==> src/hw/axi_defs.svh <==
/*
 * AXI write-path widths and response codes
 * shared by the type package and the response channel
 */
`ifndef AXI_DEFS_SVH
`define AXI_DEFS_SVH

// #################### field widths
`define AXI_ADDR_W    32   // write address
`define AXI_DATA_W    64   // one data beat
`define AXI_STRB_W    8    // byte enables per beat
`define AXI_LEN_W     8    // beats minus one
`define AXI_SIZE_W    3    // bytes per beat code
`define AXI_BURST_W   2    // fixed / incr / wrap
`define AXI_RESP_W    2    // bresp

// #################### response codes
`define AXI_RESP_OKAY 0    // normal access done

`endif
==> src/hw/axi_pkg.sv <==
/*
 * types of the AXI write path
 * vector typedefs per field and the shared handshake state enum
 */
`default_nettype none

`include "axi_defs.svh"

package axi_pkg;

   typedef logic [`AXI_ADDR_W-1:0]  addr_t;    // write address
   typedef logic [`AXI_DATA_W-1:0]  data_t;    // data beat
   typedef logic [`AXI_STRB_W-1:0]  strb_t;    // byte enables
   typedef logic [`AXI_LEN_W-1:0]   len_t;     // beats minus one
   typedef logic [`AXI_SIZE_W-1:0]  size_t;    // beat size code
   typedef logic [`AXI_BURST_W-1:0] burst_t;   // burst type code
   typedef logic [`AXI_RESP_W-1:0]  resp_t;    // write response

   // one machine shape for every channel
   typedef enum logic [1:0] {
      CH_WAIT   = 2'b00,   // nothing on the bus
      CH_COMMIT = 2'b01,   // valid and ready both high
      CH_ASSERT = 2'b10    // valid held, ready low
   } chan_state_e;

endpackage

`default_nettype wire

==> src/hw/axi_write_protocol.sv <==
/*
 * AXI write signal generator, top level
 * address, data and response channels plus the burst tracker
 */
`default_nettype none

module axi_write_protocol (
   input  wire                   axi_aclk,
   input  wire                   rst,
   // #################### address request
   input  wire axi_pkg::addr_t   awaddr_in,
   input  wire axi_pkg::len_t    awlen_in,
   input  wire axi_pkg::size_t   awsize_in,
   input  wire axi_pkg::burst_t  awburst_in,
   input  wire                   awvalid_in,
   output wire axi_pkg::addr_t   axi_awaddr,
   output wire axi_pkg::len_t    axi_awlen,
   output wire axi_pkg::size_t   axi_awsize,
   output wire axi_pkg::burst_t  axi_awburst,
   output wire                   axi_awvalid,
   output wire                   axi_awready,
   // #################### data
   input  wire axi_pkg::data_t   wdata_in,
   input  wire axi_pkg::strb_t   wstrb_in,
   input  wire                   wvalid_in,
   input  wire                   wready_in,
   output wire axi_pkg::data_t   axi_wdata,
   output wire axi_pkg::strb_t   axi_wstrb,
   output wire                   axi_wvalid,
   output wire                   axi_wready,
   output wire                   axi_wlast,
   // #################### response
   input  wire                   bready_in,
   output wire axi_pkg::resp_t   axi_bresp,
   output wire                   axi_bvalid,
   output wire                   axi_bready
);

   wire aw_commit;      // address handshake pulse
   wire w_commit;       // data handshake pulse
   wire burst_active;
   wire resp_pending;

   axi_aw_channel u_aw (
      .axi_aclk, .rst,
      .awaddr_in, .awlen_in, .awsize_in, .awburst_in, .awvalid_in,
      .burst_active, .resp_pending,
      .axi_awaddr, .axi_awlen, .axi_awsize, .axi_awburst,
      .axi_awvalid, .axi_awready, .aw_commit
   );

   axi_burst_tracker u_trk (
      .axi_aclk, .rst,
      .aw_commit, .axi_awlen, .w_commit,
      .burst_active, .axi_wlast
   );

   axi_w_channel u_w (
      .axi_aclk, .rst,
      .wdata_in, .wstrb_in, .wvalid_in, .wready_in,
      .burst_active, .axi_wlast,
      .axi_wdata, .axi_wstrb, .axi_wvalid, .axi_wready, .w_commit
   );

   axi_b_channel u_b (
      .axi_aclk, .rst,
      .w_commit, .axi_wlast, .bready_in,
      .axi_bresp, .axi_bvalid, .axi_bready, .resp_pending
   );

endmodule

`default_nettype wire

==> src/hw/axi_b_channel.sv <==
/*
 * AXI write-response channel
 * raises an OKAY response after the last beat, waits for bready and
 * flags the response as pending until its handshake
 */
`default_nettype none

`include "axi_defs.svh"

module axi_b_channel (
   input  wire            axi_aclk,
   input  wire            rst,
   input  wire            w_commit,
   input  wire            axi_wlast,
   input  wire            bready_in,       // master ready level
   output axi_pkg::resp_t axi_bresp,
   output logic           axi_bvalid,
   output logic           axi_bready,
   output logic           resp_pending     // blocks the next address
);

   logic                  last_beat;
   axi_pkg::chan_state_e  b_state;

   assign last_beat    = w_commit && axi_wlast;
   assign resp_pending = (b_state != axi_pkg::CH_WAIT);

   always_ff @(posedge axi_aclk) begin
      if (last_beat) begin
         axi_bresp <= axi_pkg::resp_t'(`AXI_RESP_OKAY);
      end
   end

   // #################### handshake fsm
   always_ff @(posedge axi_aclk) begin
      if (rst) begin
         b_state    <= axi_pkg::CH_WAIT;
         axi_bvalid <= 1'b0;
         axi_bready <= 1'b0;
      end else begin
         axi_bready <= bready_in;   // one cycle behind
         case (b_state)
            axi_pkg::CH_WAIT: begin
               if (last_beat) begin
                  axi_bvalid <= 1'b1;
                  b_state    <= bready_in ? axi_pkg::CH_COMMIT : axi_pkg::CH_ASSERT;
               end
            end
            axi_pkg::CH_ASSERT: begin
               if (bready_in) begin
                  b_state <= axi_pkg::CH_COMMIT;
               end
            end
            axi_pkg::CH_COMMIT: begin
               axi_bvalid <= 1'b0;   // response consumed
               b_state    <= axi_pkg::CH_WAIT;
            end
            default: b_state <= axi_pkg::CH_WAIT;
         endcase
      end
   end

   // one response open at a time
   a_b_single: assert property (@(posedge axi_aclk) disable iff (rst)
      last_beat |-> b_state == axi_pkg::CH_WAIT);

endmodule

`default_nettype wire

==> src/hw/axi_w_channel.sv <==
/*
 * AXI write-data channel
 * registers each beat and strobe, holds them under back-pressure and
 * grants ready only inside an open burst
 */
`default_nettype none

module axi_w_channel (
   input  wire                  axi_aclk,
   input  wire                  rst,
   input  wire axi_pkg::data_t  wdata_in,
   input  wire axi_pkg::strb_t  wstrb_in,
   input  wire                  wvalid_in,     // one-cycle beat strobe
   input  wire                  wready_in,     // slave ready level
   input  wire                  burst_active,
   input  wire                  axi_wlast,
   output axi_pkg::data_t       axi_wdata,
   output axi_pkg::strb_t       axi_wstrb,
   output logic                 axi_wvalid,
   output logic                 axi_wready,
   output logic                 w_commit       // beat taken this cycle
);

   logic                  w_free;    // slave ready inside a burst
   logic                  w_load;
   axi_pkg::chan_state_e  w_state;

   assign w_free   = burst_active && wready_in;
   assign w_load   = wvalid_in && (w_state != axi_pkg::CH_ASSERT);
   assign w_commit = (w_state == axi_pkg::CH_COMMIT);

   always_ff @(posedge axi_aclk) begin
      if (w_load) begin
         axi_wdata <= wdata_in;
         axi_wstrb <= wstrb_in;
      end
   end

   // #################### handshake fsm
   always_ff @(posedge axi_aclk) begin
      if (rst) begin
         w_state    <= axi_pkg::CH_WAIT;
         axi_wvalid <= 1'b0;
         axi_wready <= 1'b0;
      end else begin
         case (w_state)
            axi_pkg::CH_WAIT: begin
               axi_wready <= w_free;
               if (wvalid_in) begin
                  axi_wvalid <= 1'b1;
                  w_state    <= w_free ? axi_pkg::CH_COMMIT : axi_pkg::CH_ASSERT;
               end
            end
            axi_pkg::CH_COMMIT: begin
               axi_wvalid <= wvalid_in;
               if (axi_wlast) begin
                  axi_wready <= 1'b0;      // burst closes
                  w_state    <= wvalid_in ? axi_pkg::CH_ASSERT : axi_pkg::CH_WAIT;
               end else if (wvalid_in) begin
                  axi_wready <= w_free;    // back to back beats
                  w_state    <= w_free ? axi_pkg::CH_COMMIT : axi_pkg::CH_ASSERT;
               end else begin
                  axi_wready <= w_free;
                  w_state    <= axi_pkg::CH_WAIT;
               end
            end
            axi_pkg::CH_ASSERT: begin
               if (w_free) begin
                  axi_wready <= 1'b1;
                  w_state    <= axi_pkg::CH_COMMIT;
               end
            end
            default: w_state <= axi_pkg::CH_WAIT;
         endcase
      end
   end

   // stalled beat keeps its payload
   a_w_stable: assert property (@(posedge axi_aclk) disable iff (rst)
      axi_wvalid && !axi_wready |=> $stable(axi_wdata) && $stable(axi_wstrb));

endmodule

`default_nettype wire

==> src/hw/axi_burst_tracker.sv <==
/*
 * burst beat tracker
 * loads the accepted length, counts data beats, drives wlast and
 * the burst-active level
 */
`default_nettype none

module axi_burst_tracker (
   input  wire                 axi_aclk,
   input  wire                 rst,
   input  wire                 aw_commit,     // address handshake
   input  wire axi_pkg::len_t  axi_awlen,     // length of that address
   input  wire                 w_commit,      // data handshake
   output logic                burst_active,
   output logic                axi_wlast
);

   axi_pkg::len_t beats_left;   // beats after the current one

   always_ff @(posedge axi_aclk) begin
      if (rst) begin
         burst_active <= 1'b0;
         axi_wlast    <= 1'b0;
      end else if (aw_commit) begin
         burst_active <= 1'b1;
         axi_wlast    <= (axi_awlen == '0);   // single beat burst
      end else if (w_commit) begin
         if (axi_wlast) begin
            burst_active <= 1'b0;             // last beat gone
            axi_wlast    <= 1'b0;
         end else if (beats_left == axi_pkg::len_t'(1)) begin
            axi_wlast    <= 1'b1;
         end
      end
   end

   always_ff @(posedge axi_aclk) begin
      if (aw_commit) begin
         beats_left <= axi_awlen;
      end else if (w_commit && !axi_wlast) begin
         beats_left <= beats_left - axi_pkg::len_t'(1);
      end
   end

   // data only moves inside an accepted burst
   a_w_in_burst: assert property (@(posedge axi_aclk) disable iff (rst)
      w_commit |-> burst_active);

endmodule

`default_nettype wire

==> src/hw/axi_aw_channel.sv <==
/*
 * AXI write-address channel
 * registers the requested burst fields and runs the handshake FSM,
 * holding the address off while a burst or its response is open
 */
`default_nettype none

module axi_aw_channel (
   input  wire                     axi_aclk,
   input  wire                     rst,
   input  wire axi_pkg::addr_t     awaddr_in,
   input  wire axi_pkg::len_t      awlen_in,
   input  wire axi_pkg::size_t     awsize_in,
   input  wire axi_pkg::burst_t    awburst_in,
   input  wire                     awvalid_in,    // one-cycle request strobe
   input  wire                     burst_active,
   input  wire                     resp_pending,
   output axi_pkg::addr_t          axi_awaddr,
   output axi_pkg::len_t           axi_awlen,
   output axi_pkg::size_t          axi_awsize,
   output axi_pkg::burst_t         axi_awburst,
   output logic                    axi_awvalid,
   output logic                    axi_awready,
   output logic                    aw_commit      // address taken this cycle
);

   logic                  aw_free;     // no burst and no response open
   logic                  aw_load;
   axi_pkg::chan_state_e  aw_state;

   assign aw_free   = !burst_active && !resp_pending;
   assign aw_load   = awvalid_in && (aw_state != axi_pkg::CH_ASSERT);
   assign aw_commit = (aw_state == axi_pkg::CH_COMMIT);

   // #################### field capture
   always_ff @(posedge axi_aclk) begin
      if (aw_load) begin
         axi_awaddr  <= awaddr_in;
         axi_awlen   <= awlen_in;
         axi_awsize  <= awsize_in;
         axi_awburst <= awburst_in;
      end
   end

   // #################### handshake fsm
   always_ff @(posedge axi_aclk) begin
      if (rst) begin
         aw_state    <= axi_pkg::CH_WAIT;
         axi_awvalid <= 1'b0;
         axi_awready <= 1'b1;
      end else begin
         case (aw_state)
            axi_pkg::CH_WAIT: begin
               if (awvalid_in) begin
                  axi_awvalid <= 1'b1;
                  axi_awready <= aw_free;
                  aw_state    <= aw_free ? axi_pkg::CH_COMMIT : axi_pkg::CH_ASSERT;
               end else begin
                  axi_awready <= aw_free;   // idle ready level
               end
            end
            axi_pkg::CH_COMMIT: begin
               axi_awready <= 1'b0;         // new burst opens next cycle
               axi_awvalid <= awvalid_in;
               aw_state    <= awvalid_in ? axi_pkg::CH_ASSERT : axi_pkg::CH_WAIT;
            end
            axi_pkg::CH_ASSERT: begin
               if (aw_free) begin
                  axi_awready <= 1'b1;
                  aw_state    <= axi_pkg::CH_COMMIT;
               end
            end
            default: aw_state <= axi_pkg::CH_WAIT;
         endcase
      end
   end

   // a pending address is never withdrawn
   a_aw_hold: assert property (@(posedge axi_aclk) disable iff (rst)
      axi_awvalid && !axi_awready |=> axi_awvalid);

endmodule

`default_nettype wire

==> config.mk <==
export PLATFORM = sky130hd
export DESIGN_NAME = axi_write_protocol
export DESIGN_NICKNAME = d
export VERILOG_FILES = /design/src/hw/axi_pkg.sv /design/src/hw/axi_write_protocol.sv /design/src/hw/axi_b_channel.sv /design/src/hw/axi_w_channel.sv /design/src/hw/axi_burst_tracker.sv /design/src/hw/axi_aw_channel.sv
export VERILOG_INCLUDE_DIRS = /design/src /design/src/hw
export SDC_FILE = /design/constraint.sdc
export NUM_CORES = 1
export LEC_CHECK = 0
export ABC_CLOCK_PERIOD_IN_PS = 6700
export CAP_MARGIN = 20
export CORE_MARGIN = 10
export CORE_UTILIZATION = 46
export CTS_CLUSTER_SIZE = 30
export DETAILED_ROUTE_END_ITERATION = 10
export DONT_BUFFER_PORTS = 1
export HOLD_SLACK_MARGIN = 0.06
export PLACE_DENSITY = 0.59
export SLEW_MARGIN = 20
export SYNTH_ARGS = -nofsm -noshare
export SYNTH_HDL_FRONTEND = slang
export SYNTH_SLANG_ARGS = --single-unit
==> constraint.sdc <==
create_clock -name axi_aclk -period 6.7 [get_ports axi_aclk]
set_clock_uncertainty 0.05 [all_clocks]
set_input_delay 1.34 -clock axi_aclk [delete_from_list [all_inputs] [get_ports axi_aclk]]
set_output_delay 1.34 -clock axi_aclk [all_outputs]
set_load 0.01 [all_outputs]
==> summary.md, run 1 <==
| Metric | Value |
|---|---|
| CP required | between 5 and 6 ns |
| Initial antenna violation count | 3 |
| Die area | ~15000 um2 |
| Avg WL per Cell | roughly 26 um |
| Fmax | roughly 420 MHz |
| # diodes | 0 |
| Clk slew on worst S/H paths | ~0.060 ns |
| Layout cell share with drive strength beyond 1 | 0.130 |
| # Post-CTS Setup Buffers | 0 |
| Cell taking the most area after synthesis | edfxtp_1 |
| Worst-path fanout max | 6 |
| Area of the multi-input gates | 658 um2 |
| Net Sw Frac | 0.260 |
| # hold bufs at CTS | 0 |
| Leakage power | around 1.9 nW |
| Initial Util | 0.466 |
| Vias per cell | roughly 5.3 |
| Synth Instances | ~260 |
| Post-route minimum period | ~2.4 ns |
| Max clock buf depth | 2 |
| Yosys warns | 0 |
| Seq cells post-synth | 139 |
| Reg area | approximately 4000 um2 |
| Clock Latency Late Sink | 0.51 ns |
| DR vias | 2216 |
| Drt drc | 0 |
| Max-slew violations | 0 |
| Sum Neg Setup Slack | 0 ns |
| Sequential area share after synthesis | 0.851 |
| Status | finished, final reports clean |
| Period utilization | 0.357 |
| Gpl congestion | between 0.7 and 0.8 |
| Worst hold path class | reg -> reg |
| Crit end category | output pin |
| Port Buffer Count | 0 |
| Slew HR | 0.421 |
| Yosys cell types | 34 |
| Internal power | ~0.0018 W |
| Final nets | about 400 |
| Total GRT Usage | 0.143 |
| Seq pwr share | 0.524 |
| Max H-tree Level | 4 |
| Die Y | about 120 um |
| Io pins | around 250 |
| Area delta synth->final | 16.4% |
| Net Sw Power | between 0.0006 and 0.0007 W |
| CTS tree | yes |
| Final setup vio count | 0 |
| Min Hold Slack | 0.414 ns |
| Most frequent cells in the layout | 125 x edfxtp_1, 16 x nand2_1, 16 x clkbuf_16 |
| Number of CTS-inserted buffers | 17 |
| Crit Path Category | reg -> out |
| Most common cell after layout, fill and taps aside | edfxtp_1 |
| Vias in the first global route | between 2k and 2.5k |
| Global-route wire length before repair | about 15 mm |
| Clock power frac | 0.380 |
| Max rail drop VDD | between 0.2 and 0.25 mV |
| Final ANT Viol Nets | 0 |
| Worst slew pin tran | 0.869 ns |
| Synth Cell Area | around 4700 um2 |
| # fillers | approximately 810 |
| Crit start category | flip-flop |
| Top post-synthesis cells by area | edfxtp_1 79%, dfxtp_1 5.9%, ha_1 2.6% |
| Final Hold Fails | 0 |
| Synth top area share | 0.792 |
| Sinks on Clock Net | 139 |
| Initial drt markers | 140 |
| CTS root buf | clkbuf_8 |
| Core ar. | between 10000 and 15000 um2 |
| Post_cts resized | 0 |
| TritonRoute pass-1 iters | 4 |
| Synthesized area per cell | approximately 18 um2 |
| PwrDens | ~430 nW/um2 |
| GR Overflow Total | 0 |
| Crit path DAT | 1.00 ns |
| DRT Wirelength | roughly 11 mm |
| FP Rows | 37 |
| Largest net degree at the start of global routing | 73 |
| Combinational share of power | 0.097 |
| Die X | about 120 um |
| Max-cap violations | 0 |
| Unrepaired setup endpoints after global routing | false |
| Post-DP HPWL | a little over 8 mm |
==> synth_stat cells, drive strengths merged <==
| cell | instances |
|---|---|
| a22o | 1 |
| a22oi | 1 |
| conb | 1 |
| a221oi | 2 |
| or4 | 1 |
| o21ai | 10 |
| a211oi | 2 |
| nor3 | 4 |
| nor2b | 5 |
| clkbuf | 2 |
| nor3b | 2 |
| nand3 | 2 |
| a311oi | 1 |
| nor4 | 4 |
| xnor2 | 2 |
| edfxtp | 125 |
| nand2b | 3 |
| inv | 10 |
| nor2 | 16 |
| or3 | 1 |
| a21oi | 10 |
| xor2 | 4 |
| o32ai | 2 |
| nand2 | 17 |
| dfxtp | 14 |
| buf | 4 |
| ha | 10 |
| nor4b | 1 |
==> sequential cells by signal, summed over array words and instances (netlist names), 2 cells and up <==
signal            flops
u_aw.axi_awlen        8
u_w.axi_wdata        64
u_b.b_state           2
u_w.w_state           2
u_aw.axi_awsize       3
u_aw.axi_awburst      2
u_trk.beats_left      8
u_aw.aw_state         2
u_w.axi_wstrb         8
u_aw.axi_awaddr      32
==> through the flow <==
stage | cells | setup slack [ns] | instance area [um2] | utilization | power, W
floorplan | 258 | 1.73 | 4750 | - | 0.00143
global placement | 389 | 3.97 | 4910 | 0.482 | 0.00150
detailed placement | 389 | 3.97 | 4910 | 0.482 | 0.00150
CTS | 420 | 4.28 | 5490 | 0.539 | 0.00242
global route | 421 | 4.24 | 5520 | 0.542 | 0.00250
finish | 421 | 4.31 | 5520 | 0.542 | 0.00240
==> power by group through the flow <==
stage	Combinational, W	Sequential, W	Clock (W)
2_1_floorplan	0.000181	0.00124	0
3_5_place_dp	0.000225	0.00128	0
4_1_cts	0.000230	0.00126	0.000932
6_report	0.000232	0.00126	0.000911
5_1_grt	0.000266	0.00127	0.000965
3_3_place_gp	0.000219	0.00128	0
==> layout make-up <==
class | instances | share of cell area
Clock buffer | 18 | 0.0757
Clock inverter | 13 | 0.0304
Inverter | 10 | 0.00680
Multi-Input combinational cell | 103 | 0.119
Sequential cell | 139 | 0.731
Tap cell | 136 | 0.0308
Timing Repair Buffer | 2 | 0.00635
==> kinds of logic (layout without fill, tap and decap cells) <==
logic type	after synthesis	after routing	synth area share
simple gates	56	56	0.0578
flops	139	139	0.851
xor+xnor	6	6	0.0111
buf+inv	16	43	0.0145
other cells	1	2	0.000791
fa+ha+maj	10	10	0.0264
compound gates	29	29	0.0388
==> layer usage <==
metal  track usage  vias up  routed length (um)
met4        0.0574        6                 172
met5             0        -                  33
met1         0.138     1054                3610
li1              -     1001                   -
met2         0.234      138                5730
met3        0.0999       17                1350
==> worst paths after layout <==
path              startpoint                end  slack, ns  cells past startpoint
max          u_trk.axi_wlast          axi_wlast       4.31                      0
min           u_b.b_state[0]     u_b.b_state[0]       0.41                      1
max reg2reg   u_w.w_state[0]  u_w.axi_wdata[61]       4.69                      4
min reg2reg   u_b.b_state[0]     u_b.b_state[0]       0.41                      1
Note: power is estimated with default switching activity, not from simulation.
==> inputs of run 2 (changes only) <==
- ABC_CLOCK_PERIOD_IN_PS: 6700 -> 2300
- clock period: 6.7 -> 2.3 ns (I/O delays scaled with it)
==> summary.md, run 2 <==
| Metric | Value |
|---|---|
| Gpl congestion | 0.775 |
| Io pins | between 200 and 250 |
| Error | [ERROR RSZ-0060] Max buffer count reached. |
| Die Y | approximately 120 um |
| Status | did not finish |
| Port Buffer Count | 0 |
| Post-synth top flop | edfxtp_1 |
| Post-synth top cells | 125 x edfxtp_1, 16 x nand2_1, 16 x nor2_1, 14 x dfxtp_1 |
| Initial Util | 0.466 |
| Seq cells post-synth | ~140 |
| Max H-tree Level | 4 |
| Synth top area share | 0.792 |
| Yosys warns | 0 |
| Sequential area share after synthesis | 0.851 |
| Die X | between 100 and 150 um |
| # hold bufs at CTS | about 100 |
| Pre-CTS setup slack | between 0.5 and 0.6 ns |
| Post_cts resized | 0 |
| Cell taking the most area after synthesis | edfxtp_1 |
| Max clock buf depth | 2 |
| Most common cell in the netlist | edfxtp_1 |
| Stopped at | clock tree synthesis |
| Number of CTS-inserted buffers | 17 |
| FP Rows | 37 |
| Post-DP HPWL | between 8 and 9 mm |
| FFs w/ async S/R, synth | 0 |
| Sinks on Clock Net | about 140 |
| # Post-CTS Setup Buffers | 0 |
| Synth Cell Area | 4740 um2 |
| Top post-synthesis cells by area | edfxtp_1 79%, dfxtp_1 5.9%, ha_1 2.6% |
| Synthesized area per cell | 18.5 um2 |
| Synth Instances | roughly 260 |
| Post-synth EDFFs | about 130 |
| Yosys cell types | 34 |
| CTS root buf | clkbuf_8 |
## run 2: stage by stage
stage                     hold slack (ns)  instance area (um2)  std cells
after floorplan                     0.377                 4760        258
after global placement              0.400                 4950        391
after detailed placement            0.407                 4950        391
## run 2: logic make-up after synthesis
kind of cell,synth area share
other,0.000791
and+or+nand+nor,0.0578
DFF,0.851
adders and majority gates,0.0264
AOI/OAI and AO/OA,0.0388
buffers and inverters,0.0145
xor gates and xnor gates,0.0111
==> inputs of run 3 (changes only) <==
- CORE_UTILIZATION: 46 -> 31
- CTS_CLUSTER_SIZE: 30 -> default
- HOLD_SLACK_MARGIN: 0.06 -> default
- PLACE_DENSITY: 0.59 -> default
- PLACE_DENSITY_LB_ADDON: default -> 0.15
==> summary.md, run 3 (synthesis gave the netlist of run 1 again) <==
| Metric | Value |
|---|---|
| Status | finished, final reports clean |
| # Post-CTS Setup Buffers | 0 |
| Max clock buf depth | 2 |
| Crit path to | u_w.axi_wdata[17] |
| Die area | between 20000 and 25000 um2 |
| Global route hottest layer | met2 |
| Drt drc | 0 |
| GR Overflow Total | 0 |
| DR vias | 2233 |
| Crit-path max cell delay | ~0.43 ns |
| Final nets | just over 400 |
| TritonRoute pass-1 iters | 6 |
| Biggest register | u_w.axi_wdata |
| Clk slew on worst S/H paths | roughly 0.060 ns |
| Global Route met1 Usage | 0.110 |
| Max rail drop VDD | 0.465 mV |
| CP Cell Sequence | inv_1 -> ha_1 -> nor2_4 -> buf_12 |
| # hold bufs at CTS | 0 |
| Unrepaired setup endpoints after global routing | false |
| Post_cts resized | 0 |
| Met2 usage | 0.173 |
| Avg WL per Cell | ~24 um |
| Io pins | approximately 250 |
| Gpl congestion | roughly 0.75 |
| Worst hold path class | in -> reg |
| Most frequent cells in the layout | 125 x edfxtp_1, 17 x clkbuf_16, 16 x nand2_1 |
| Crit path DAT | 1.83 ns |
| Core ar. | about 15000 um2 |
| Global-route wire length before repair | ~16 mm |
| CTS tree | yes |
| Slowest CP cell | nor2_4 |
| Layout cell share with drive strength beyond 1 | 0.142 |
| Reg-to-Reg Start | u_w.w_state[0] |
| Vias per cell | between 4 and 5 |
| Vias in the first global route | about 2.4k |
| Sinks on Clock Net | 139 |
| Post-DP HPWL | around 9.0 mm |
| Final Hold Fails | 0 |
| Initial drt markers | 120 |
| Leakage power | around 1.9 nW |
| Crit start category | flip-flop |
| Initial antenna violation count | 5 |
| Max-cap violations | 0 |
| Top flop regs | u_w.axi_wdata: 64 flops, u_aw.axi_awaddr: 32 flops |
| Die Y | about 140 um |
| Period utilization | 0.774 |
| Worst-path fanout max | 31 |
| Crit Path Category | reg -> reg |
| Initial Util | 0.314 |
| Crit end category | flip-flop |
| Pre-CTS setup slack | 0.496 ns |
| Final setup vio count | 0 |
| Reg2reg setup slack | about 0.52 ns |
| Total GRT Usage | 0.110 |
| FP Rows | 45 |
| Max FFs per register | 64 |
| Clock Latency Late Sink | 0.41 ns |
| CTS root buf | clkbuf_16 |
| Final ANT Viol Nets | 0 |
| Setup ws final | 0.519 ns |
| Largest net degree at the start of global routing | 46 |
| Grt met3 use | 0.0686 |
| CP required | 2.35 ns |
| Area delta synth->final | 19.2% |
| Most common cell after layout, fill and taps aside | edfxtp_1 |
| R2R cell count | 4 |
| DRT Wirelength | approximately 12 mm |
| Critical Path Start | u_w.w_state[0] |
| R2R Path End | u_w.axi_wdata[17] |
| Number of CTS-inserted buffers | 17 |
| Port Buffer Count | 0 |
| Max H-tree Level | 4 |
| Post-route minimum period | 1.78 ns |
| Fmax | between 500 and 600 MHz |
| Max-slew violations | 0 |
| Die X | around 140 um |
| PwrDens | between 1000 and 1500 nW/um2 |
| Sum Neg Setup Slack | 0 ns |
run 3: metal layers:
| metal | vias up | wire length, um |
|---|---|---|
| li1 | 1004 | - |
| met1 | 1071 | 4010 |
| met2 | 133 | 6150 |
| met3 | 21 | 1210 |
| met4 | 4 | 233 |
| met5 | - | 27 |
run 3: layout make-up:
class | instances | area, um2
clock buffer | 18 | 429
antenna | 3 | 7.51
fill | 1396 | 9440
inverter | 10 | 37.5
tap | 188 | 235
timing repair buffer | 4 | 67.6
clock inverter | 14 | 181
sequential | 139 | 4030
multi-input combinational | 103 | 658
run 3: per-stage QoR:
| stage | hold slack [ns] | utilization | total power [W] | instances | cell area [um2] |
|---|---|---|---|---|---|
| after floorplan | 0.377 | - | 0.00414 | 258 | 4760 |
| after detailed placement | 0.398 | 0.333 | 0.00443 | 444 | 5030 |
| after global routing | 0.0430 | 0.374 | 0.00753 | 478 | 5650 |
| after global placement | 0.402 | 0.333 | 0.00442 | 444 | 5030 |
| after CTS | 0.0377 | 0.374 | 0.00727 | 476 | 5640 |
| final | 0.0649 | 0.374 | 0.00715 | 479 | 5650 |
run 3: how the worst min path moves through the flow:
| stage | start | endpoint | slack, ns | cells after the start |
|---|---|---|---|---|
| final | rst | u_aw.aw_state[0] | 0.06 | 1 |
| after global routing | bready_in | u_b.b_state[1] | 0.04 | 1 |
| after CTS | rst | u_aw.aw_state[0] | 0.04 | 1 |
| after detailed placement | u_b.b_state[0] | u_b.b_state[1] | 0.40 | 1 |
| after global placement | u_b.b_state[0] | u_b.b_state[1] | 0.40 | 1 |
| after floorplan | u_b.b_state[0] | u_b.b_state[0] | 0.38 | 1 |
run 3: worst max-delay path, delay by kind of cell (launching register included):
family                   cells  cell delay [ns]
adder cells (fa/ha/maj)      1             0.26
buffers and inverters        2             0.34
flip-flops                   1             0.38
AND/OR/NAND/NOR              1             0.43
run 3: power by group:
group	total (W)	switching [W]	leakage (nW)	internal, W
sequential	0.00364	0.000374	1.32	0.00327
clock	0.00280	0.00107	0.296	0.00173
combinational	0.000710	0.000446	0.311	0.000264
total	0.00715	0.00189	1.93	0.00526
==> inputs of run 4 (changes only) <==
- ABC_CLOCK_PERIOD_IN_PS: 2300 -> 1450
- clock period: 2.3 -> 1.45 ns (I/O delays scaled with it)
==> summary.md, run 4 <==
| Metric | Value |
|---|---|
| Cell taking the most area after synthesis | edfxtp_1 |
| Gpl congestion | between 0.7 and 0.8 |
| Post-DP HPWL | around 9.6 mm |
| Synth top area share | 0.792 |
| Post-synth top flop | edfxtp_1 |
| Sinks on Clock Net | around 140 |
| # hold bufs at CTS | approximately 100 |
| Yosys warns | 0 |
| Stopped at | clock tree synthesis |
| Most common cell in the netlist | edfxtp_1 |
| Synth Instances | 257 |
| Number of CTS-inserted buffers | 17 |
| Error | [ERROR RSZ-0060] Max buffer count reached. |
| Post-synth EDFFs | about 130 |
| CTS root buf | clkbuf_16 |
| Sequential area share after synthesis | 0.851 |
| Post_cts resized | 9 |
| Max clock buf depth | 2 |
| Die Y | ~140 um |
| Seq cells post-synth | between 100 and 150 |
| Synth Cell Area | 4740 um2 |
| Top post-synthesis cells by area | edfxtp_1 79%, dfxtp_1 5.9%, ha_1 2.6% |
| Status | did not finish |
| Port Buffer Count | 0 |
| Die X | 144 um |
| Post-synth top cells | 125 x edfxtp_1, 16 x nand2_1, 16 x nor2_1, 14 x dfxtp_1 |
| FFs w/ async S/R, synth | 0 |
| FP Rows | 45 |
| Synthesized area per cell | around 18 um2 |
| Initial Util | 0.314 |
| Yosys cell types | 34 |
| # Post-CTS Setup Buffers | 1 |
| Max H-tree Level | 4 |
| Io pins | about 250 |
[run 4: cell counts after synthesis]
Identical to the previous run, type by type.
[run 4: per-stage QoR]
step / worst slack [ns] / instance area, um2 / TNS [ns] / std cells
global placement: -0.116 / 5350 / -2.09 / 478
detailed placement: -0.190 / 5350 / -3.14 / 478
floorplan: -0.626 / 4790 / -57.10 / 258
[run 4: logic make-up after synthesis]
group | after synthesis | synth area share
AO/OA/AOI/OAI | 29 | 0.0388
flip-flops | 139 | 0.851
adder cells (fa/ha/maj) | 10 | 0.0264
buffers and inverters | 16 | 0.0145
other | 1 | 0.000791
AND/OR/NAND/NOR | 56 | 0.0578
XOR/XNOR | 6 | 0.0111
